==> src/source/modbus_pkg.sv <==
/*
 * Shared Modbus RTU slave definitions
 * Data widths, function codes, executor states and the CRC-16 byte step
 */
`default_nettype none

package modbus_pkg;

  typedef logic [7:0]  byte_t;
  typedef logic [15:0] word_t;
  typedef logic [15:0] crc_t;
  typedef logic [7:0]  buf_idx_t;
  typedef logic [8:0]  buf_len_t;
  typedef logic [31:0] coil_t;

  // Supported function codes
  typedef enum logic [7:0] {
    fc_read_coils   = 8'h01,
    fc_read_inputs  = 8'h02,
    fc_read_holding = 8'h03,
    fc_write_coil   = 8'h05,
    fc_write_reg    = 8'h06,
    fc_write_regs   = 8'h10
  } func_t;

  typedef enum logic [3:0] {
    st_idle, st_hdr, st_check, st_resp_hdr, st_bits, st_reg_addr, st_reg_hi,
    st_reg_lo, st_wr_hi, st_wr_lo, st_echo, st_send
  } exec_state_t;

  localparam crc_t  CRC_INIT = 16'hFFFF;
  localparam crc_t  CRC_POLY = 16'hA001;
  localparam word_t COIL_ON  = 16'hFF00;

  // Fold one byte into the CRC starting with the LSB
  function automatic crc_t crc16_step(crc_t crc_in, byte_t data);
    crc_t c;
    c = crc_in ^ {8'h00, data};
    for (int i = 0; i < 8; i++) begin
      c = c[0] ? ((c >> 1) ^ CRC_POLY) : (c >> 1);
    end
    return c;
  endfunction

endpackage

`default_nettype wire

==> src/source/holding_reg_file.sv <==
/*
 * Holding register memory with synchronous read and write ports
 */
`default_nettype none

module holding_reg_file import modbus_pkg::*; #(
  parameter int REG_WORDS = 64
) (
  input  logic  clk,
  input  word_t rd_addr,
  output word_t rd_data,
  input  logic  wr_en,
  input  word_t wr_addr,
  input  word_t wr_data
);

  localparam int AW = $clog2(REG_WORDS);

  word_t mem [REG_WORDS];

  // Register index wraps on the low address bits
  always_ff @(posedge clk) begin
    if (wr_en) begin
      mem[wr_addr[AW-1:0]] <= wr_data;
    end
    rd_data <= mem[rd_addr[AW-1:0]];
  end

endmodule

`default_nettype wire

==> config.mk <==
export PLATFORM = sky130hd
export DESIGN_NAME = holding_reg_file
export DESIGN_NICKNAME = d
export VERILOG_FILES = /design/src/source/modbus_pkg.sv /design/src/source/holding_reg_file.sv
export SDC_FILE = /design/constraint.sdc
export NUM_CORES = 1
export LEC_CHECK = 0
export CAP_MARGIN = 20
export CELL_PAD_IN_SITES_DETAIL_PLACEMENT = 1
export CELL_PAD_IN_SITES_GLOBAL_PLACEMENT = 2
export CORE_ASPECT_RATIO = 1.4
export CORE_MARGIN = 5
export CORE_UTILIZATION = 48
export CTS_BUF_LIST = sky130_fd_sc_hd__clkbuf_4
export DETAILED_ROUTE_END_ITERATION = 7
export DONT_BUFFER_PORTS = 1
export PLACE_DENSITY_LB_ADDON = 0.3
export SLEW_MARGIN = 40
export SYNTH_ARGS = -nofsm -noshare
export SYNTH_HDL_FRONTEND = slang
export SYNTH_SLANG_ARGS = --single-unit
==> constraint.sdc <==
create_clock -name clk -period 2 [get_ports clk]
set_input_delay 0.1 -clock clk [delete_from_list [all_inputs] [get_ports clk]]
set_output_delay 0.1 -clock clk [all_outputs]
set_load 0.01 [all_outputs]
After elaboration in Yosys (flattened, before gate mapping)
Memory sizes are Yosys's and may differ from the RTL's. A register that Yosys moved wholly into a read port is not among the register bits. Cells that the tools add are included.

Register bits after elaboration: 0. Bits in latches: 0. Memory bits (writable): 1024. Bits in read-only memories: 0. Bits of input ports: 50. Output and inout bits: 16. Logic and storage cells: 3. Memories: 1.

Memory list: mem (depth 64, width 16, rd ports 1, clocked after memory_dff 1, write ports 1, line holding_reg_file.sv:19) `word_t mem [REG_WORDS];`.

$add $sub $neg: 0. Multipliers: 0. Divide/modulo/power cells: 0. Order comparisons: 0. Equal/unequal tests: 0. Shift-type cells: 0. Mux-type cells: 2. Bitwise operators: 0. Reduce and logical (&&, ||, !) cells: 0.

Operators with widths (number): $mux 1 (2).

Longest topological paths before layout
Gate-level depths: netlist of the first run.

Word-level depth: 2. Depth in mapped cells: 10. Depth with buffers taken out: 5.

Worst setup path after synthesis of the first run
Ideal clock, no wire load.

Path type: input-to-reg. From: input wr_addr[3]. To: memory mem[48][0] (netlist name), enable pin. Library setup time: 0.409 ns. Arrival time: 1.726 ns. Required time: 1.591 ns. Setup slack: -0.135 ns. Cell stages on the path: 4. Path buffers: 1. Path through: clkbuf_1 > nor2b_1 > nand4b_1 > nor3_1.

RTL lines: start, declared (line holding_reg_file.sv:13) `input word_t wr_addr,`; end, declared (line holding_reg_file.sv:19).

No word-level cell before the write port.

==> results.cfg, run 1 <==
[run_status]
status = finished, violations left
violations = hold timing

[critical_path]
crit_arrival_ps = 2960
crit_fanout = 1
r2r_slack_ps = 7
cp-end-kind = flop
critical_path_required_ps = 2970
crit_path_start = mem[52][6]$_DFFE_PP_
r2r-start = mem[52][6]$_DFFE_PP_
rr_endpoint = rd_data[6]$_DFF_P_
crit_type = flop to flop
crit_path_end = rd_data[6]$_DFF_P_
rr_worst_depth = 4
start_kind = flop

[grt]
grt_pass1_vias = 21810
grt_pass1_wl_mm = 151
grt_max_degree = 261
gr-total-overflow = 0
grtUsageTotal_pct = 23.6
antenna_found_initial = 5

[finish]
instances_no_fill = 3445
layout-drive-gt1-share_pct = 33.7
fillers = 7229
syn_to_final_growth_pct = 15.9
fin_util_pct = 56.0
fin_area_mm2 = 0.0464
nets = 2229

[synthesis]
synth.yosys.seq_area_share_pct = 77.6
synthFlopType = edfxtp_1
synth_cell_types = 43
avgSynthCellArea_um2 = 21.9
ys_ff_latch = 1040
synth_warnings = 0
syn-cell-area_mm2 = 0.0400
async_flop_share_pct = 0
syn-num-nets = 1879
synth_cells = 1829
synth_edf_count = 1024

[die]
io_pins = 66
start_util_pct = 48.3
num_rows = 125
fp.dieW_um = 254
core_mm2 = 0.0829
die_h_um = 352
dieArea_mm2 = 0.0894

[placement]
dpl.cell_count = 2931
place_congestion = 0.798
hpwlAfterDp_mm = 56.1
port_buffers = 0
placed_cell_area_mm2 = 0.0418

[cts]
clock-sinks = 1040
clk_pin_slew_ps = 70
clockBufferDepth = 3
cts_buffers = 235
cts_tree = yes
htreeDepth = 4
post-cts-setup-buffer-count = 0
root_buffer = clkbuf_4
worstSkewPairLatency_ps = 1130

[sta]
relSlewSlack_pct = 15.2
min_period_ps = 1990
worst_pin_slew_ps = 1270
whs_ps = -418
fmax_mhz = 502
fin_crit_sh_pct = 99.6
finalHoldViolCount = 16
final_max_slew_viol_count = 0
finalSetupViolations = 0
finalClockSkew_ps = 52.7

[route]
drt_iter0_drc = 1806
avgViaCountPerCell = 5.86
drcViolationCount = 0
vias = 20199
dr.pass1.iters = 5
ant_nets = 0
routedWlPerCell_um = 30.1
routed_wl_mm = 104

[hold_path]
min_path_type = input port to flop

[power_and_ir_drop]
power.density_mw_per_mm2 = 932
leakage_nw = 15.1
ir_worst_vdd_mv = 0.499

[run]
drv_cap = 0
==> power by group <==
group | switching [W] | internal, W
registers | 0.000114 | 0.0241
logic | 0.00116 | 0.00102
clock network | 0.00820 | 0.00865
==> state kept, by name, indices dropped and copies added (netlist names) <==
register / cells
mem: 1024
rd_data: 16
==> cell type report <==
class | instances | area (um2) | area share (%)
multi-input combinational | 685 | 8300 | 17.9
timing repair buffer | 217 | 2640 | 5.69
clock buffer | 353 | 2650 | 5.71
sequential | 1040 | 31100 | 66.9
tap | 1079 | 1350 | 2.91
antenna | 7 | 17.5 | 0.0377
clock inverter | 64 | 387 | 0.833
==> worst max-delay path, stage by stage (launching register included) <==
cell	delay (ps)
edfxtp_1	380
mux4_1	510
mux2_2	340
a21oi_1	460
nor4_2	150
==> cell usage after synthesis (4+ instances only) <==
library cell / n / share of area (%)
nand3_1: 24 / 0.30
nand4_1: 12 / 0.19
nor2_1: 72 / 0.67
o21ai_0: 5 / 0.062
a21oi_1: 17 / 0.21
a211o_1: 8 / 0.17
nand2_1: 59 / 0.55
dfxtp_1: 16 / 0.80
buf_6: 17 / 0.48
buf_4: 13 / 0.24
a211oi_1: 8 / 0.15
a22oi_1: 39 / 0.73
buf_2: 36 / 0.45
a221oi_1: 16 / 0.35
buf_12: 5 / 0.25
a22o_1: 6 / 0.13
mux4_2: 220 / 12
a31oi_1: 8 / 0.12
edfxtp_1: 1024 / 77
mux4_1: 4 / 0.26
clkbuf_1: 24 / 0.22
a221o_1: 6 / 0.15
mux2i_1: 85 / 2.1
nor2b_1: 30 / 0.47
a41oi_1: 5 / 0.11
a311oi_1: 8 / 0.17
mux2_2: 27 / 0.76
and4_1: 5 / 0.11
==> timing repair <==
item | in CTS | in global routing
resized for setup | 2 | 8
hold buffers | 81 | 9
endpoints found under the hold margin | 2064 | 16
pin swaps | 0 | 2
endpoints found under the setup margin | 2 | 8
==> cells in the final DEF, fill, tap and decap left out, types with 3 or more instances in the layout <==
master            n
edfxtp_1       1024
clkbuf_4        353
mux4_2          220
buf_4           111
mux2i_1          83
nor2_1           72
nand2_1          59
dlygate4sd3_1    56
clkinv_1         49
a22oi_1          34
buf_16           33
nor2b_1          30
mux2_2           27
nand3_1          24
buf_12           17
a221oi_1         16
dfxtp_1          16
a21oi_1          15
nand4_1          12
a211o_1           8
a211oi_1          8
a311oi_1          8
diode_2           7
a31oi_1           7
a22o_1            6
a221o_1           6
a41oi_1           5
and4_1            5
a22oi_2           5
bufinv_16         5
o21ai_0           4
o21ai_1           4
mux4_1            4
inv_2             4
nand2b_1          3
nor4_2            3
clkinvlp_4        3
clkinv_2          3
==> routing by layer <==
metal | track usage, % | share of wire (%)
met1 | 29.1 | 37
met2 | 39.1 | 51
met3 | 5.61 | 6.4
met4 | 12.4 | 5.4
met5 | 0 | 0
==> per-stage QoR <==
| step | power [W] | hold slack, ps | setup TNS (ps) | worst slack [ps] |
|---|---|---|---|---|
| after global routing | 0.0451 | -573 | -1.81 | -1.81 |
| final | 0.0432 | -418 | 0 | 7.39 |
| after global placement | 0.0260 | 205 | -7.21 | -7.21 |
| after CTS | 0.0436 | -709 | 0 | 6.03 |
| after detailed placement | 0.0261 | 203 | -45.1 | -28.3 |
| after floorplan | 0.0259 | 199 | -6950 | -57.8 |
==> worst min-delay path by stage <==
| stage | cells after the start | from | end | slack [ps] |
|---|---|---|---|---|
| 2_1_floorplan | 0 | wr_data[0] | mem[0][0]$_DFFE_PP_ | 200 |
| 3_3_place_gp | 0 | wr_data[0] | mem[63][0]$_DFFE_PP_ | 200 |
| 3_5_place_dp | 0 | wr_data[0] | mem[62][0]$_DFFE_PP_ | 200 |
| 4_1_cts | 3 | rd_addr[2] | rd_data[2]$_DFF_P_ | -710 |
| 5_1_grt | 3 | rd_addr[2] | rd_data[2]$_DFF_P_ | -570 |
| 6_report | 3 | rd_addr[1] | rd_data[5]$_DFF_P_ | -420 |
==> cell families (layout without fill, tap and decap cells) <==
family,Yosys count,count (layout),share of synthesized area (%)
other cells,0,7,0
mux,336,336,15.5
compound gates,129,129,2.41
flops,1040,1040,77.6
buf+inv,104,634,1.83
simple gates,220,220,2.65
Power figures use the tool's default switching activity.
==> run 2, diff against run 1 <==
SETUP_SLACK_MARGIN = 0.02   (was not set)
==> run 2 against run 1 <==
The flow still finishes with violations (hold timing). Combinational power hardly changed. First-iteration DRC count rose by 1.4%. Via count down 0.17%. Sequential share of layout area is 0.078 points higher. Count of clock-buffer cells in the layout is the same. Total power barely moved. Critical path type unchanged. Highest routed layer unchanged.
==> results.cfg, run 2 (same netlist as run 1, synthesis figures left out) <==
[placement]
place_ws_ps = -28.3
port_buffers = 0
hpwlAfterDp_mm = 56.1
placed_cell_area_mm2 = 0.0418
place_congestion = 0.798

[finish]
layout-drive-gt1-share_pct = 33.7
fin_util_pct = 55.9
nets = 2224
largest_reg_flops = 1024
final_common_cell = edfxtp_1
syn_to_final_growth_pct = 15.8
fin_area_mm2 = 0.0464
most-common-layout-cells = edfxtp_1, clkbuf_4, mux4_2, buf_4, mux2i_1

[sta]
whs_ps = -401
finalHoldViolCount = 16
rsz0062_at_grt = false
fmax_mhz = 516
worst_pin_slew_ps = 1430
fin_crit_sh_pct = 97.0
finalSetupViolations = 0
fin_setup_tns_ps = 0
fin_ws_ps = 60.5
relSlewSlack_pct = 4.48
finalClockSkew_ps = 52.1
final_max_slew_viol_count = 0
min_period_ps = 1940

[die]
num_rows = 125
core_mm2 = 0.0829
io_pins = 66
die_h_um = 352
fp.dieW_um = 254
start_util_pct = 48.3
dieArea_mm2 = 0.0894

[grt]
grt_pass1_wl_mm = 151
gr-total-overflow = 0
grt_pass1_vias = 21792
antenna_found_initial = 5
grt_max_degree = 261
grtUsageTotal_pct = 23.6

[run_status]
violations = hold timing
status = finished, violations left

[route]
drt_iter0_drc = 1832
avgViaCountPerCell = 5.86
routed_wl_mm = 104
routedWlPerCell_um = 30.1
drcViolationCount = 0
vias = 20164
dr.pass1.iters = 5
ant_nets = 0

[critical_path]
crit_arrival_ps = 2920
rr_endpoint = rd_data[9]$_DFF_P_
cp-end-kind = flop
r2r_slack_ps = 60
r2r-start = mem[21][9]$_DFFE_PP_
rr_worst_depth = 5
crit_path_end = rd_data[9]$_DFF_P_
crit_fanout = 1
crit_path_start = mem[21][9]$_DFFE_PP_
crit_type = flop to flop
critical_path_required_ps = 2980
start_kind = flop

[cts]
post-cts-setup-buffer-count = 0
root_buffer = clkbuf_4
htreeDepth = 4
clockBufferDepth = 3
cts_tree = yes
worstSkewPairLatency_ps = 1130
cts_buffers = 235
clock-sinks = 1040
clk_pin_slew_ps = 70

[power_and_ir_drop]
ir_worst_vdd_mv = 0.498
leakage_nw = 15.1
power.density_mw_per_mm2 = 933

[run]
drv_cap = 0

[hold_path]
min_path_type = input port to flop
run 2: cell type report:
class | instances | area (um2)
Fill cell | 7229 | 36500
Sequential cell | 1040 | 31100
Multi-Input combinational cell | 685 | 8280
Clock inverter | 64 | 387
Clock buffer | 353 | 2650
Tap cell | 1079 | 1350
Antenna cell | 10 | 25.0
Timing Repair Buffer | 212 | 2590
run 2: power by group:
part / switching (W) / internal [W]
Sequential: 0.000114 / 0.0241
Clock: 0.00819 / 0.00865
Combinational: 0.00116 / 0.00102
Total: 0.00946 / 0.0338
run 2: how the worst min path moves through the flow:
stage,startpoint,end,slack (ps),cells after the start
2_1_floorplan,wr_data[0],mem[0][0]$_DFFE_PP_,200,0
3_3_place_gp,wr_data[0],mem[63][0]$_DFFE_PP_,200,0
3_5_place_dp,wr_data[0],mem[62][0]$_DFFE_PP_,200,0
4_1_cts,rd_addr[2],rd_data[2]$_DFF_P_,-710,3
5_1_grt,rd_addr[2],rd_data[2]$_DFF_P_,-590,3
6_report,rd_addr[1],rd_data[5]$_DFF_P_,-400,3
run 2: critical path, stage by stage (launching register included):
cell and delay, ps:
edfxtp_1 380, mux4_2 490, mux2i_2 290, a22oi_1 240
a31oi_1 310, a311oi_1 80
run 2: per-layer routing:
layer	GRT usage [%]	routed length, um	vias up
met1	29.1	38300	10689
met5	0	0	-
met4	12.4	5550	0
met2	39.1	53000	765
met3	5.61	6780	171
li1	-	-	8539
run 2: what timing repair did:
action	in CTS	in global routing
endpoints found under the hold margin	2064	16
hold buffers	77	8
gates cloned	0	0
pin swaps	0	4
gates resized for setup	3	5
endpoints found under the setup margin	3	6
run 2: metrics by stage:
step / power (W) / cells
final: 0.0432 / 3443
after global routing: 0.0451 / 3438
after CTS: 0.0436 / 3425
after detailed placement: 0.0261 / 2931
after global placement: 0.0260 / 2931
after floorplan: 0.0259 / 1829
