`config.mk`:
```
export PLATFORM = sky130hd
export DESIGN_NAME = rtu_tx_frame_flat
export DESIGN_NICKNAME = d
export VERILOG_FILES = /design/src/source/modbus_pkg.sv /design/src/source/modbus_if.sv /design/src/source/rtu_tx_frame.sv /design/src/flat_wrapper.sv
export SDC_FILE = /design/constraint.sdc
export NUM_CORES = 2
export LEC_CHECK = 0
export CORE_AREA = 2 2 385 387
export CTS_CLUSTER_DIAMETER = 50
export DETAILED_ROUTE_END_ITERATION = 7
export DIE_AREA = 0 0 387 389
export DONT_BUFFER_PORTS = 1
export PLACE_DENSITY = 0.75
export SYNTH_ARGS = -nofsm -noshare
export SYNTH_HDL_FRONTEND = slang
export SYNTH_SLANG_ARGS = --single-unit
export TNS_END_PERCENT = 10
```
`constraint.sdc`:
```
create_clock -name clk -period 3.7 [get_ports clk]
set_input_delay 0.37 -clock clk [delete_from_list [all_inputs] [get_ports clk]]
set_output_delay 0.37 -clock clk [all_outputs]
set_load 0.01 [all_outputs]
```
`src/source/modbus_pkg.sv`:
```
/*
 * Shared Modbus RTU slave definitions
 * Data widths, function codes, executor states and the CRC-16 byte step
 */
`default_nettype none

package modbus_pkg;

  typedef logic [7:0]  byte_t;
  typedef logic [15:0] word_t;
  typedef logic [15:0] crc_t;
  typedef logic [7:0]  buf_idx_t;
  typedef logic [8:0]  buf_len_t;
  typedef logic [31:0] coil_t;

  // Supported function codes
  typedef enum logic [7:0] {
    fc_read_coils   = 8'h01,
    fc_read_inputs  = 8'h02,
    fc_read_holding = 8'h03,
    fc_write_coil   = 8'h05,
    fc_write_reg    = 8'h06,
    fc_write_regs   = 8'h10
  } func_t;

  typedef enum logic [3:0] {
    st_idle, st_hdr, st_check, st_resp_hdr, st_bits, st_reg_addr, st_reg_hi,
    st_reg_lo, st_wr_hi, st_wr_lo, st_echo, st_send
  } exec_state_t;

  localparam crc_t  CRC_INIT = 16'hFFFF;
  localparam crc_t  CRC_POLY = 16'hA001;
  localparam word_t COIL_ON  = 16'hFF00;

  // Fold one byte into the CRC starting with the LSB
  function automatic crc_t crc16_step(crc_t crc_in, byte_t data);
    crc_t c;
    c = crc_in ^ {8'h00, data};
    for (int i = 0; i < 8; i++) begin
      c = c[0] ? ((c >> 1) ^ CRC_POLY) : (c >> 1);
    end
    return c;
  endfunction

endpackage

`default_nettype wire

```
`src/source/modbus_if.sv`:
```
/*
 * Request frame interface between receive buffer and executor
 * Response frame interface between executor and transmit buffer
 */
`default_nettype none


interface tx_frame_if import modbus_pkg::*; ();
  logic     wr_en;
  buf_idx_t wr_idx;
  byte_t    wr_data;
  logic     send;
  buf_len_t resp_len;
  logic     busy;

  modport exec (
    output wr_en, wr_idx, wr_data, send, resp_len,
    input  busy
  );

  modport tx (
    input  wr_en, wr_idx, wr_data, send, resp_len,
    output busy
  );
endinterface

`default_nettype wire

```
`src/source/rtu_tx_frame.sv`:
```
/*
 * Response transmitter with frame buffer and ready-paced byte streaming
 * CRC computed on the fly and appended low byte first
 */
`default_nettype none

module rtu_tx_frame import modbus_pkg::*; #(
  parameter int BUF_DEPTH = 256
) (
  input  logic   clk,
  input  logic   rst,
  tx_frame_if.tx tx,
  input  logic   tx_ready,
  output byte_t  tx_byte,
  output logic   tx_valid
);

  byte_t    buf_mem [BUF_DEPTH];
  buf_len_t len;
  buf_len_t idx;
  crc_t     crc;
  logic     busy;
  byte_t    next_byte;

  always_ff @(posedge clk) begin
    if (tx.wr_en) begin
      buf_mem[tx.wr_idx] <= tx.wr_data;
    end
  end

  // Payload bytes followed by the CRC low and high bytes
  always_comb begin
    if (idx < len) begin
      next_byte = buf_mem[idx[7:0]];
    end else if (idx == len) begin
      next_byte = crc[7:0];
    end else begin
      next_byte = crc[15:8];
    end
  end

  always_ff @(posedge clk) begin
    if (rst) begin
      busy     <= 1'b0;
      tx_valid <= 1'b0;
      len      <= '0;
      idx      <= '0;
      crc      <= CRC_INIT;
    end else begin
      tx_valid <= 1'b0;
      if (tx.send && !busy) begin
        busy <= 1'b1;
        len  <= tx.resp_len;
        idx  <= '0;
        crc  <= CRC_INIT;
      end else if (busy && tx_ready) begin
        tx_valid <= 1'b1;
        tx_byte  <= next_byte;
        idx      <= idx + 9'd1;
        if (idx < len) begin
          crc <= crc16_step(crc, next_byte);
        end
        if (idx == len + 9'd1) begin
          busy <= 1'b0;
        end
      end
    end
  end

  assign tx.busy = busy;

endmodule

`default_nettype wire

```
`src/flat_wrapper.sv`:
```
// flat-port wrapper written by rule: the top's interface ports become plain ports
module rtu_tx_frame_flat import modbus_pkg::*;
#(
  parameter int BUF_DEPTH = 256
)
  (clk, rst, tx_ready, tx_byte, tx_valid, tx_wr_en, tx_wr_idx, tx_wr_data, tx_send, tx_resp_len, tx_busy);
  tx_frame_if tx_i ();
  input  logic clk;
  input  logic rst;
  input  logic tx_ready;
  output byte_t tx_byte;
  output logic tx_valid;
  input wire logic [$bits(tx_i.wr_en)-1:0] tx_wr_en;
  input wire logic [$bits(tx_i.wr_idx)-1:0] tx_wr_idx;
  input wire logic [$bits(tx_i.wr_data)-1:0] tx_wr_data;
  input wire logic [$bits(tx_i.send)-1:0] tx_send;
  input wire logic [$bits(tx_i.resp_len)-1:0] tx_resp_len;
  output wire logic [$bits(tx_i.busy)-1:0] tx_busy;
  assign tx_i.wr_en = tx_wr_en;
  assign tx_i.wr_idx = tx_wr_idx;
  assign tx_i.wr_data = tx_wr_data;
  assign tx_i.send = tx_send;
  assign tx_i.resp_len = tx_resp_len;
  assign tx_busy = tx_i.busy;
  rtu_tx_frame #(.BUF_DEPTH(BUF_DEPTH)) u_core (.clk(clk), .rst(rst), .tx(tx_i), .tx_ready(tx_ready), .tx_byte(tx_byte), .tx_valid(tx_valid));
endmodule
```
Word-level counts from Yosys, hierarchy flattened
Memory sizes are Yosys's and may differ from the RTL's. A register that Yosys moved wholly into a read port is not among the register bits.
Cells that the tools add are included.
{"block": "op_classes", "add_sub_neg": 2, "order_cmp": 1, "n_eq_ne": 2, "muxes": 18, "bitwise": 11, "reduce_logical": 9}
{"cell": "2-to-1 mux 16 bit", "count": 8}
{"cell": "2-to-1 mux 8 bit", "count": 4}
{"cell": "inverter 2 -> 3 bit", "count": 8}
{"cell": "adder 9 x 1 -> 9 bit (second input constant)", "count": 2}
{"cell": "== test 9 bit", "count": 2}
{"cell": "XOR 16 x 8 -> 16 bit", "count": 1}
{"cell": "< comparator 9 bit", "count": 1}
{"cell": "2-to-1 mux 1 bit", "count": 6}
{"cell": "AND reduction 2 bit", "count": 2}
{"cell": "nonzero test 2 bit", "count": 2}
{"cell": "AND reduction 3 bit", "count": 1}
{"cell": "logical AND 1 bit", "count": 2}
{"cell": "inverter 1 bit", "count": 2}
{"cell": "OR reduction 2 bit", "count": 1}
{"cell": "logical NOT 1 bit", "count": 1}
{"block": "totals", "reg_bits": 44, "mem_bits_rw": 2048, "input_bits": 30, "output_inout_bits": 10, "wordCells": 50, "memories": 1}
{"memory": "u_core.buf_mem", "words": 256, "word_bits": 8, "rd": 1, "rd_clocked_by_memory_dff": 1, "write_ports": 1, "line_no": "rtu_tx_frame.sv:18", "source": "byte_t buf_mem [BUF_DEPTH];"}

Logic depth before layout (Yosys ltp)
{"block": "logic_depth", "word_depth": 20, "mapped_depth": 21, "ltp_nobuf": 15}

Worst setup path before layout
OpenSTA, ideal clock, no wires.
{"block": "synth_timing", "kind": "reg2reg", "from": "reg (tool-made name)", "to": "reg u_core.crc[0]", "arrival_time_ns": 3.896, "setup_slack_ns": -0.323, "path_stages_with_launch": 16, "path_cell_list": "dfxtp_1 > buf_6 > buf_6 > buf_4 > buf_2 > mux4_2 > mux4_2 > a22oi_1 > a22oi_1 > a31oi_1 > o2bb2ai_4 > xor2_4 > xnor2_1 > or4b_1 > a21oi_1 > or3_1"}
{"element": "end signal, assigned", "line_no": "rtu_tx_frame.sv:61", "source": "crc <= crc16_step(crc, next_byte);"}
{"element": "end, declared", "line_no": "rtu_tx_frame.sv:21", "source": "crc_t crc;"}

==> flow_summary.yaml <==
pwr:
  intPower_w: 0.0387
  share_seq_of_total_power_pct: 53.5
  static-leakage-power_nw: 30.7
  share_clk_of_total_power_pct: 42.2
  pwr_density_cell_nw_per_um2: 503
  power.share.combinational_pct: 4.2
  p_switching_w: 0.0103
  power.ir.vdd_worst_mv: 0.514
  power.switching_fraction_pct: 21.0
clock_tree:
  clock_sink_count: 2100
  clk-insertion-delay-late_ns: 0.85
  ctsRootBufferMaster: "clkbuf_16"
  cts-root-to-sink-buffers: 3
  htree_levels: 4
  clkSlewWorstSetupHoldPaths_ns: 0.06
  cts_tree: "done"
  cts_made_buffers: 201
logic_synthesis:
  synth-seq-area-share_pct: 75.5
  yosysWarnings: 0
  synth-edff-count: 2056
  post_synthesis_instance_total: 4067
  synth.cell_area_um2: 82900
  synth_fp_nets: 4108
  syn_area_per_cell_um2: 20.4
  netlist-cell-type-count: 79
  synth_seq_cells: 2100
  synth-main-ff-cell: "edfxtp_1"
  postSynth.asyncResetShare_pct: 0
drt:
  detail_route.drc_violations: 0
  detailedRoute.firstPassIterationCount: 6
  routedWlPerCell_um: 34.1
  post_drt_via_cell_ratio: 6.75
  ant_nets: 0
  detail_route.iter0.violations: 7117
  routed_wirelength_um: 232000
  route.vias.total: 45900
sta:
  setup_viol: 6
  grt_setup_unrepaired: "true"
  clock.fmax_ghz: 0.230
  final_min_period_over_clock_period_pct: 117
  report.final.hold_viol_count: 0
  period_needed_ns: 4.34
  postLayoutSetupSlackWorst_ns: -0.644
  timing.clock.skew_ns: 0.0361
  tightest_hold_margin_ns: 0.0603
  relSlewSlack_pct: 7.68
  pin_slew_with_the_least_headroom_to_its_limit_ns: 1.38
  final-max-slew-violation-count: 0
global_route:
  grt-ovfl-total: 0
  grt_max_degree: 257
  grt_use_total_pct: 30.9
  grt_pass1_vias: 45200
  grt_pass1_wl_um: 330000
  grt_antenna_before_repair: 7
setup_path:
  cp_slowest_cell: "nor4b_1"
  cpPeakStageDelay_ns: 1.08
  cp-start-kind: "flop"
  critical_path_buf_inv_count: 3
  worstSetupEndpointType: "flop"
  critical_path.max_fanout: 8
  cp_cell_instances: "buf_12 -> nor4b_1 -> a22oi_2 -> buf_4 -> o21ai_1 -> or4b_4 -> o22a_1 -> a41oi_2 -> o2bb2ai_2 -> xnor2_2 -> buf_4 -> xor2_4 -> xor2_1 -> o211ai_1 -> a211oi_2 -> or3_1"
  path_common_cell: "buf_4"
  worst_path_dominant_cell_family: "simple AND/OR/NAND/NOR gates"
  worst_ep_required_time_ns: 4.42
  critical_path_class: "reg2reg"
  critical_path_arrival_ns: 5.07
placement:
  place_congestion: 1.00
  buffer_ports.inserted: 0
  hpwlAfterDp_um: 142000
  dp_worst_setup_slack_ns: -1.00
layout:
  nNetsFinal: 4741
  final_util_pct: 66.5
  layout-drive-gt1-share_pct: 31.6
  area_growth_syn_to_layout_pct: 17.5
  fillers: 8914
outcome:
  run_status: "finished, violations left"
  violations: "setup timing"
floorplan:
  initial_core_util_pct: 56.6
  die_width_um: 387
  floorplan.die_area_um2: 151000
  number_of_rows_in_the_core_area: 141
  io_pins: 40
  dieHeight_um: 389
  coreArea_um2: 147000
min_path:
  worstHoldPathType: "in2reg"
flow_run:
  cap_viol_max_count: 0
==> cell usage in the layout (no fill, tap or decap), types with 14 or more instances in the layout <==
master / synthesis / final
nand2_1: 167 / 156
mux4_2: 497 / 497
mux2i_1: 181 / 177
clkinv_1: 0 / 54
buf_6: 38 / 20
a22o_1: 14 / 14
nand4_1: 15 / 15
inv_1: 17 / 16
nand3_1: 52 / 48
o21ai_0: 37 / 32
edfxtp_1: 2056 / 2056
o211ai_1: 15 / 15
mux2_2: 14 / 14
clkinv_2: 0 / 32
clkbuf_1: 91 / 34
clkbuf_16: 0 / 204
nand2b_1: 18 / 17
buf_12: 1 / 63
dfxtp_1: 44 / 37
dlygate4sd3_1: 0 / 27
nor2_1: 309 / 305
a22oi_1: 74 / 64
bufinv_16: 0 / 21
a21oi_1: 64 / 60
buf_4: 18 / 527
buf_16: 0 / 22
nor2b_1: 32 / 29
==> worst register-to-register path, delay by kind of cell (launching register included) <==
family / cells / cell delay [ns]
simple gates: 3 / 1.58
buf+inv: 3 / 0.55
compound gates: 7 / 1.09
flops: 1 / 0.51
xor+xnor: 3 / 0.49
==> power by group through the flow <==
stage | combinational (W) | sequential (W) | clock (W)
floorplan | 0.000923 | 0.0267 | 0
global placement | 0.00144 | 0.0267 | 0
detailed placement | 0.00144 | 0.0267 | 0
CTS | 0.00201 | 0.0262 | 0.0208
global route | 0.00217 | 0.0262 | 0.0217
finish | 0.00207 | 0.0262 | 0.0207
==> per-stage QoR <==
step	instance area, µm²	TNS, ns	std cells	power (W)
floorplan	83000	-0.214	4067	0.0276
global placement	88900	-4.35	6320	0.0281
detailed placement	88900	-4.38	6320	0.0281
CTS	97100	-1.82	6781	0.0490
global route	97400	-2.92	6802	0.0501
finish	97400	-2.27	6804	0.0490
==> cell families after synthesis <==
group / count (synthesis) / synth area share, %
flip-flops: 2100 / 75.5
multiplexers: 693 / 15.9
AND/OR/NAND/NOR: 660 / 3.51
AO/OA/AOI/OAI: 324 / 2.78
buffers and inverters: 251 / 1.77
XOR/XNOR: 28 / 0.359
adder cells (fa/ha/maj): 11 / 0.166
==> timing repair <==
action                                  in CTS  in global routing
setup buffers                               43                 23
gates cloned                                 8                  0
hold buffers                                35                  0
hold endpoints to repair                  2125                  0
pin swaps                                   33                 32
endpoints found under the setup margin      12                 14
resized for setup                          105                 43
==> flip-flops by register name, indices dropped and copies added, names as in the netlist, named ones only <==
signal,flops
u_core.tx.busy,1
u_core.len,9
u_core.idx,9
u_core.crc,16
u_core.tx_valid,1
u_core.tx_byte,8
u_core.buf_mem,2048
==> Yosys cell counts (15+ instances only) <==
master,n,area (µm²)
a21oi_1,64,320
a22oi_1,74,556
buf_2,65,325
buf_4,18,135
buf_6,38,428
clkbuf_1,91,342
dfxtp_1,44,881
edfxtp_1,2056,61700
inv_1,17,63.8
mux2i_1,181,1810
mux4_2,497,11200
nand2_1,167,627
nand2b_1,18,113
nand3_1,52,260
nand4_1,15,93.8
nor2_1,309,1160
nor2b_1,32,200
o211ai_1,15,113
o21ai_0,37,185
==> cell type report <==
| class | instances | area, µm² | share of cell area, % |
|---|---|---|---|
| Sequential cell | 2100 | 62600 | 64.3 |
| Tap cell | 1930 | 2410 | 2.48 |
| Inverter | 17 | 66.3 | 0.0681 |
| Antenna cell | 2 | 5.00 | 0.00514 |
| Multi-Input combinational cell | 1716 | 19300 | 19.8 |
| Timing Repair Buffer | 664 | 6390 | 6.56 |
| Clock buffer | 240 | 5260 | 5.40 |
| Clock inverter | 135 | 1340 | 1.38 |
==> path summary, 6_finish.rpt <==
kind                            cells after the start  slack, ns                          endpoint                  startpoint
worst max-delay path                               16      -0.64        u_core.crc[0]$_SDFFE_PP1P_                        flop
worst min-delay path                                2       0.06  u_core.buf_mem[189][1]$_DFFE_PP_                tx_wr_idx[3]
worst max register to register                     16      -0.64        u_core.crc[0]$_SDFFE_PP1P_                        flop
worst min register to register                      2       0.50        u_core.crc[4]$_SDFFE_PP1P_  u_core.crc[4]$_SDFFE_PP1P_
==> routing by layer <==
layer  GRT usage (%)  routed length [µm]  up-vias  share of wire, %
li1                -                   -    18100                 -
met2            46.3              106000     3586                46
met1            43.1               84400    23600                36
met5               0                  12        -            0.0052
met3            7.94               29300      621                13
met4            14.6               12300        2               5.3
(Power assumes the default switching activity.)
