==> config.mk <==
export PLATFORM = sky130hd
export DESIGN_NAME = rtu_rx_frame_flat
export DESIGN_NICKNAME = d
export VERILOG_FILES = /design/src/source/modbus_pkg.sv /design/src/source/modbus_if.sv /design/src/source/rtu_rx_frame.sv /design/src/flat_wrapper.sv
export SDC_FILE = /design/constraint.sdc
export NUM_CORES = 2
export LEC_CHECK = 0
export BUFFER_PORTS_ARGS = -buffer_cell sky130_fd_sc_hd__buf_2
export CORE_MARGIN = 4
export CORE_UTILIZATION = 45
export DETAILED_ROUTE_END_ITERATION = 16
export GPL_TIMING_DRIVEN = 0
export PLACE_DENSITY = 0.72
export REMOVE_ABC_BUFFERS = 1
export SETUP_SLACK_MARGIN = 0.1
export SLEW_MARGIN = 10
export SYNTH_ARGS = -nofsm -noshare
export SYNTH_HDL_FRONTEND = slang
export SYNTH_SLANG_ARGS = --single-unit
==> constraint.sdc <==
create_clock -name clk -period 3.5 [get_ports clk]
set_input_delay 0.7 -clock clk [delete_from_list [all_inputs] [get_ports clk]]
set_output_delay 0.7 -clock clk [all_outputs]
set_load 0.01 [all_outputs]
==> src/source/modbus_pkg.sv <==
/*
 * Shared Modbus RTU slave definitions
 * Data widths, function codes, executor states and the CRC-16 byte step
 */
`default_nettype none

package modbus_pkg;

  typedef logic [7:0]  byte_t;
  typedef logic [15:0] word_t;
  typedef logic [15:0] crc_t;
  typedef logic [7:0]  buf_idx_t;
  typedef logic [8:0]  buf_len_t;
  typedef logic [31:0] coil_t;

  // Supported function codes
  typedef enum logic [7:0] {
    fc_read_coils   = 8'h01,
    fc_read_inputs  = 8'h02,
    fc_read_holding = 8'h03,
    fc_write_coil   = 8'h05,
    fc_write_reg    = 8'h06,
    fc_write_regs   = 8'h10
  } func_t;

  typedef enum logic [3:0] {
    st_idle, st_hdr, st_check, st_resp_hdr, st_bits, st_reg_addr, st_reg_hi,
    st_reg_lo, st_wr_hi, st_wr_lo, st_echo, st_send
  } exec_state_t;

  localparam crc_t  CRC_INIT = 16'hFFFF;
  localparam crc_t  CRC_POLY = 16'hA001;
  localparam word_t COIL_ON  = 16'hFF00;

  // Fold one byte into the CRC starting with the LSB
  function automatic crc_t crc16_step(crc_t crc_in, byte_t data);
    crc_t c;
    c = crc_in ^ {8'h00, data};
    for (int i = 0; i < 8; i++) begin
      c = c[0] ? ((c >> 1) ^ CRC_POLY) : (c >> 1);
    end
    return c;
  endfunction

endpackage

`default_nettype wire

==> src/source/modbus_if.sv <==
/*
 * Request frame interface between receive buffer and executor
 * Response frame interface between executor and transmit buffer
 */
`default_nettype none

interface rx_frame_if import modbus_pkg::*; ();
  logic     frame_ready;
  buf_len_t frame_len;
  logic     crc_ok;
  byte_t    rd_data;
  buf_idx_t rd_idx;
  logic     release_frame;

  modport rx (
    output frame_ready, frame_len, crc_ok, rd_data,
    input  rd_idx, release_frame
  );

  modport exec (
    input  frame_ready, frame_len, crc_ok, rd_data,
    output rd_idx, release_frame
  );
endinterface


`default_nettype wire

==> src/source/rtu_rx_frame.sv <==
/*
 * Request frame collector with byte buffer, length count and running CRC
 */
`default_nettype none

module rtu_rx_frame import modbus_pkg::*; #(
  parameter int BUF_DEPTH = 256
) (
  input  logic   clk,
  input  logic   rst,
  input  byte_t  rx_byte,
  input  logic   rx_valid,
  input  logic   frame_start,
  input  logic   frame_end,
  rx_frame_if.rx frame
);

  byte_t    buf_mem [BUF_DEPTH];
  buf_len_t len;
  crc_t     crc;
  logic     collecting;
  logic     ready;
  logic     start;
  logic     store;
  buf_idx_t wr_ptr;
  buf_idx_t store_ptr;

  // A new frame is only accepted while the previous one is released
  assign start = frame_start && !collecting && !ready;
  assign store = rx_valid && (collecting || start);

  // Oversized frames keep writing the last slot
  assign wr_ptr    = (len >= buf_len_t'(BUF_DEPTH)) ? buf_idx_t'(BUF_DEPTH - 1) : len[7:0];
  assign store_ptr = start ? '0 : wr_ptr;

  always_ff @(posedge clk) begin
    if (store) begin
      buf_mem[store_ptr] <= rx_byte;
    end
  end

  always_ff @(posedge clk) begin
    if (rst) begin
      collecting <= 1'b0;
      ready      <= 1'b0;
      len        <= '0;
      crc        <= CRC_INIT;
    end else begin
      if (start) begin
        collecting <= 1'b1;
        len        <= store ? buf_len_t'(1) : '0;
        crc        <= store ? crc16_step(CRC_INIT, rx_byte) : CRC_INIT;
      end else if (collecting) begin
        if (rx_valid) begin
          crc <= crc16_step(crc, rx_byte);
          if (len != buf_len_t'(BUF_DEPTH)) begin
            len <= len + 9'd1;
          end
        end
        if (frame_end) begin
          collecting <= 1'b0;
          ready      <= 1'b1;
        end
      end
      if (frame.release_frame) begin
        ready <= 1'b0;
      end
    end
  end

  // Residue over data plus received CRC is zero for a good frame
  assign frame.crc_ok      = (len >= 9'd4) && (crc == 16'h0000);
  assign frame.frame_ready = ready;
  assign frame.frame_len   = len;
  assign frame.rd_data     = buf_mem[frame.rd_idx];

endmodule

`default_nettype wire

==> src/flat_wrapper.sv <==
// flat-port wrapper written by rule: the top's interface ports become plain ports
module rtu_rx_frame_flat import modbus_pkg::*;
#(
  parameter int BUF_DEPTH = 256
)
  (clk, rst, rx_byte, rx_valid, frame_start, frame_end, frame_frame_ready, frame_frame_len, frame_crc_ok, frame_rd_data, frame_rd_idx, frame_release_frame);
  rx_frame_if frame_i ();
  input  logic clk;
  input  logic rst;
  input  byte_t rx_byte;
  input  logic rx_valid;
  input  logic frame_start;
  input  logic frame_end;
  output wire logic [$bits(frame_i.frame_ready)-1:0] frame_frame_ready;
  output wire logic [$bits(frame_i.frame_len)-1:0] frame_frame_len;
  output wire logic [$bits(frame_i.crc_ok)-1:0] frame_crc_ok;
  output wire logic [$bits(frame_i.rd_data)-1:0] frame_rd_data;
  input wire logic [$bits(frame_i.rd_idx)-1:0] frame_rd_idx;
  input wire logic [$bits(frame_i.release_frame)-1:0] frame_release_frame;
  assign frame_frame_ready = frame_i.frame_ready;
  assign frame_frame_len = frame_i.frame_len;
  assign frame_crc_ok = frame_i.crc_ok;
  assign frame_rd_data = frame_i.rd_data;
  assign frame_i.rd_idx = frame_rd_idx;
  assign frame_i.release_frame = frame_release_frame;
  rtu_rx_frame #(.BUF_DEPTH(BUF_DEPTH)) u_core (.clk(clk), .rst(rst), .rx_byte(rx_byte), .rx_valid(rx_valid), .frame_start(frame_start), .frame_end(frame_end), .frame(frame_i));
endmodule
; ---- Word level (Yosys, flattened, before mapping)
; Memory sizes are Yosys's and may differ from the RTL's.
; Index checks and enable logic that the tools add are counted.
[totals]
regBits = 27
ramBits = 2048
in_bits = 22
out_inout_bits = 19
wordCells = 75
memories = 1
[op_classes]
n_addsub = 1
magnitude_cmp = 2
eq_ne = 1
muxes = 32
bitwise_logic = 19
n_reduce_logical = 15
[memory_table]
columns = name, words, word_bits, read_ports, rd_ports_with_merged_regs, wr, line_no
row1 = u_core.buf_mem, 256, 8, 1, 0, 1, rtu_rx_frame.sv:18  ; byte_t buf_mem [BUF_DEPTH];
[op_table]
columns = operator, n
row1 = $mux 16, 20
row2 = $not 2->3, 16
row3 = $mux 9, 4
row4 = $logic_not 16->1, 1
row5 = $mux 8, 2
row6 = $not 8->16, 1
row7 = $xor 16x8->16, 1
row8 = $add 9x1->9 const B, 1
row9 = $ge 9x3->1 const B, 1
row10 = $ge 9x9->1 const B, 1
row11 = $ne 9x9->1 const B, 1
row12 = $mux 1, 6
row13 = $reduce_and 3->1, 2
row14 = $reduce_bool 2->1, 3
row15 = $logic_and 1x1->1, 4
row16 = $logic_not 1->1, 2
row17 = $reduce_and 2->1, 1
row18 = $reduce_or 2->1, 1
row19 = $logic_or 1x1->1, 1
row20 = $not 1->1, 1

; ---- Logic depth before layout (Yosys ltp)
[logic_depth]
word_depth = 20
mapped_depth = 12
mapped_depth_nobuf = 6

; ---- Worst setup path after synthesis
; OpenSTA, ideal clock, no wires.
[synth_timing]
kind = input -> output
from = in frame_rd_idx[0]
to = out frame_rd_data[3]
arrival_ns = 2.644
required_ns = 2.800
slack_ns = 0.156
cell_stages = 7
n_path_buf = 3
cell_sequence = buf_6 > buf_12 > buf_2 > mux4_2 > mux4_2 > a221oi_1 > nor4_1
[synth_via]
elab_chain_len = 1
[synth_rtl]
columns = item, line_no
row1 = start: declaration, flat_wrapper.sv:18  ; input wire logic [$bits(frame_i.rd_idx)-1:0] frame_rd_idx;
row2 = $mem_v2 256x8, n/a
row3 = end: declaration, flat_wrapper.sv:17  ; output wire logic [$bits(frame_i.rd_data)-1:0] frame_rd_data;
; Every way passes these cells.

; ---- Worst setup path in the final report
[layout_timing]
from = in frame_rd_idx[0]
to = out frame_rd_data[2]
; The elaborated chain is that of the path after synthesis.

==> implementation parameters <==
Parameter                              Value

Critical path
  Critical path data arrival time    3.40 ns
  Startpoint of the most critical register-to-register path    u_core.collecting$_SDFF_PP0_
  Sequence of cells on the critical path    buf_16 > buf_12 > buf_16 > buf_16 > mux4_2 > mux2i_4 > nor3_2 > or3_4 > nor4_4 > nor4_2 > buf_4
  CP startpoint kind    input pin
  CP endpoint kind    output pin
  Critical path buffers and inverters    5
  Worst reg2reg setup slack    0.08 ns
  Family of cells with the greatest summed delay on the critical path    simple AND/OR/NAND/NOR gates
  CP Data Required Time    2.80 ns
  Longest individual stage delay on the worst path    0.54 ns
  Capture instance of the worst register-to-register path    u_core.buf_mem[88][5]$_DFFE_PP_
  Most repeated library cell on the critical path    buf_16
  Crit path kind    input pin to output pin
  Worst-path maximum fanout    6
  Worst reg2reg path depth    7
  Slowest stage cell on the critical path    mux4_2

Route
  Detailed-route vias per instance    6.41
  Total wirelength of the detailed-routed design    224000 µm
  First drt pass iteration count    6
  Post-route DRC violation count    0
  DRT iter0 DRCs    6085
  Antenna viol nets, final    0
  Via count    42800
  WL/cell    33.5 µm

Synth
  Post-synthesis cell area    81600 µm²
  Asr flop ratio synth    0%
  Synthesized area per cell    20.8 µm²
  Number of enable flip-flop cells after synthesis    2048
  Primary flip-flop cell chosen by synthesis mapping    edfxtp_1
  Number of standard cells after synthesis    3920
  Register area share after synthesis    76.0%
  Total of warnings raised by yosys    0
  Count of cell types in the netlist    62
  Register bit total from synthesis    2075

Power and ir drop
  Worst vdd rail ir drop    0.464 mV
  Pint    40.2 mW
  Leak    30.0 nW
  Clock network fraction of total power    39.9%
  Share of power burned in registers    53.2%
  Relative contribution of combinational cells to total power    6.9%
  Switching share of power    21.8%
  Pwr dens    533 nW/µm²
  Tot Pwr    51.4 mW
  Switching power total    11.2 mW

STA
  Final Max Slew Viols    0
  Period Utilization, post-route    117%
  Endpoints failing hold    0
  Worst Clk Skew    0.0340 ns
  Relative slew slack    25.4%
  Post-layout minimum cycle time    4.10 ns
  Final setup violating endpoints    8
  Worst Setup Slack, final    -0.600 ns
  Highest attainable clock frequency    0.244 GHz
  Slew of the pin with the lowest slew margin    1.12 ns
  RSZ-0062 raised after global routing    true
  Hold WS    0.0498 ns

Layout
  Fillcell total    12900
  Area of the multi-input gates    20600 µm²
  Fin util    53.4%
  Total area of sequential cells    62000 µm²
  Fraction of layout cells with a size suffix above 1    34.4%
  Most common library cell in the layout ignoring fill and taps    edfxtp_1
  Post-layout nets    4159
  Final design instance area without fill    96500 µm²
  Non-Filler Instances    6671
  Signed area change from the synthesized netlist to the final layout    18.2%
  Commonest cells after routing, fill and taps aside    2048 x edfxtp_1, 464 x mux4_2, 237 x nor2_2

Die
  Die Span X    434 µm
  Top-level port count    41
  Row count    156
  Initial core utilization    45.2%
  Core area    181000 µm²
  Vert. Die Dim    434 µm
  Overall die area    188000 µm²

Status
  Run status    complete, but fails checks
  Violations in the final reports    negative setup slack

Hold path
  Min-delay worst type    input pin to register
  Hold path depth    2
  Startpoint of the tightest hold check path    frame_release_frame
  Worst Hold Path EP    u_core.frame.frame_ready$_SDFFE_PP0P_

CTS
  Buffer depth of the longest clock path    3
  Number of buffers created by CTS    198
  Number of clock sinks    2075
  Hold-fix buffers at CTS    0
  Clock slew seen by the registers of the worst setup and hold paths    0.05 ns
  H-tree depth    4
  TritonCTS clock tree    built
  Clock latency on the worst-skew pair    0.84 ns
  Buffer type at the clock tree root    clkbuf_16

GRT
  Vias in the first global route    42600
  Global-route wire length before repair    316000 µm
  Maximum number of pins on one net before global-route repair    146
  Remaining Overflow, GRT    0
  Gr usage total    23.5%
  Number of antenna violations at the first check in global routing    2

Flow run
  MaxCap Viol Count    0

Placement
  # port buffers    40
  Placed cell area    84700 µm²
  Placed cell count    6147
  Routability congestion estimate from global placement    0.791
  Post-detail-place hpwl    113000 µm
-- cell type report --
class / instances / area share (%)
flip-flops and latches: 2075 / 64.3
multi-input cells: 1604 / 21.3
clock buffers: 256 / 5.47
repair buffers: 249 / 4.89
well taps: 2370 / 3.07
clock inverters: 108 / 0.883
inverters: 7 / 0.0519
diodes: 2 / 0.00519
-- worst reg2reg max path, cell delays in order (launching register included) --
cell and delay, ns:
dfxtp_2 0.51, nor2_1 0.13, nand2_4 0.29, nand2b_2 0.36, nor3_2 0.52, nand3_4 0.42
buf_16 0.32, nor2_2 0.49
-- cell usage after synthesis (7+ instances only) --
library cell,n,area (µm²)
mux2i_1,232,2320
o22ai_1,55,344
nor3_1,22,110
buf_8,28,420
nand4_1,9,56.3
xor2_1,12,105
buf_6,21,236
nand3_1,31,155
or3_1,11,68.8
buf_4,15,113
a21oi_1,24,120
buf_2,46,230
mux2_2,10,113
dfxtp_1,27,541
a22oi_1,11,82.6
clkbuf_1,107,402
buf_1,14,52.6
nor4_1,27,169
nor2_1,286,1070
a211oi_1,45,338
xnor2_1,22,193
o21ai_0,15,75.1
edfxtp_1,2048,61500
nand2_1,133,499
nor2b_1,19,119
o221ai_1,90,788
a21boi_0,7,52.6
mux4_2,464,10500
-- kinds of logic (layout without fill, tap and decap cells) --
kind of cell	Yosys count	in the layout	synth area share, %
other	0	2	0
adder cells (fa/ha/maj)	2	2	0.0307
multiplexers	708	708	15.9
AO/OA/AOI/OAI	290	290	2.67
buffers and inverters	244	620	1.96
XOR/XNOR	37	37	0.448
flip-flops	2075	2075	76.0
AND/OR/NAND/NOR	564	567	3.00
-- registers in the layout, indices dropped and copies added, names as in the netlist --
register and count:
u_core.buf_mem 2048, u_core.crc 16, u_core.frame.frame_len 9, u_core.collecting 1, u_core.frame.frame_ready 1
-- power groups by stage --
stage,combinational (mW),clock [mW],sequential [mW]
2_1_floorplan,1.13,0,27.9
3_5_place_dp,2.57,0,27.9
4_1_cts,3.39,20.6,27.3
6_report,3.53,20.5,27.3
5_1_grt,3.63,21.7,27.3
3_3_place_gp,3.19,0,28.0
-- worst max path at each step --
stage / endpoint / cells after the start / from / slack (ns)
6_report: frame_rd_data[2] / 11 / frame_rd_idx[0] / -0.60
3_5_place_dp: frame_rd_data[0] / 11 / frame_rd_idx[1] / -2.85
3_3_place_gp: frame_rd_data[6] / 8 / frame_rd_idx[1] / -18.97
2_1_floorplan: frame_rd_data[0] / 6 / frame_rd_idx[3] / -2.25
4_1_cts: frame_rd_data[7] / 11 / frame_rd_idx[0] / -0.58
5_1_grt: frame_rd_data[0] / 12 / frame_rd_idx[1] / -0.59
-- layer usage --
layer  GRT usage, %  vias to the layer above  part of all wire (%)
li1               -                    16800                     -
met1           31.1                    22200                    35
met2           37.1                     3100                    48
met3           5.39                      626                    11
met4           11.7                        4                   5.8
met5              0                        -                 0.010
-- per-stage QoR --
step,worst slack [ns],setup TNS [ns]
floorplan,-2.25,-16.39
global placement,-18.97,-6613.86
detailed placement,-2.85,-2254.57
CTS,-0.584,-4.26
global route,-0.589,-4.52
finish,-0.600,-4.49
-- repair_timing --
| action | in CTS | in global routing |
|---|---|---|
| resized for setup | 578 | 52 |
| endpoints found under the setup margin | 2056 | 1559 |
| pin swaps | 64 | 42 |
| endpoints found under the hold margin | 0 | 0 |
| gates cloned | 67 | 5 |
| setup buffers | 75 | 12 |
No activity file was read; power rests on OpenSTA's default activity.
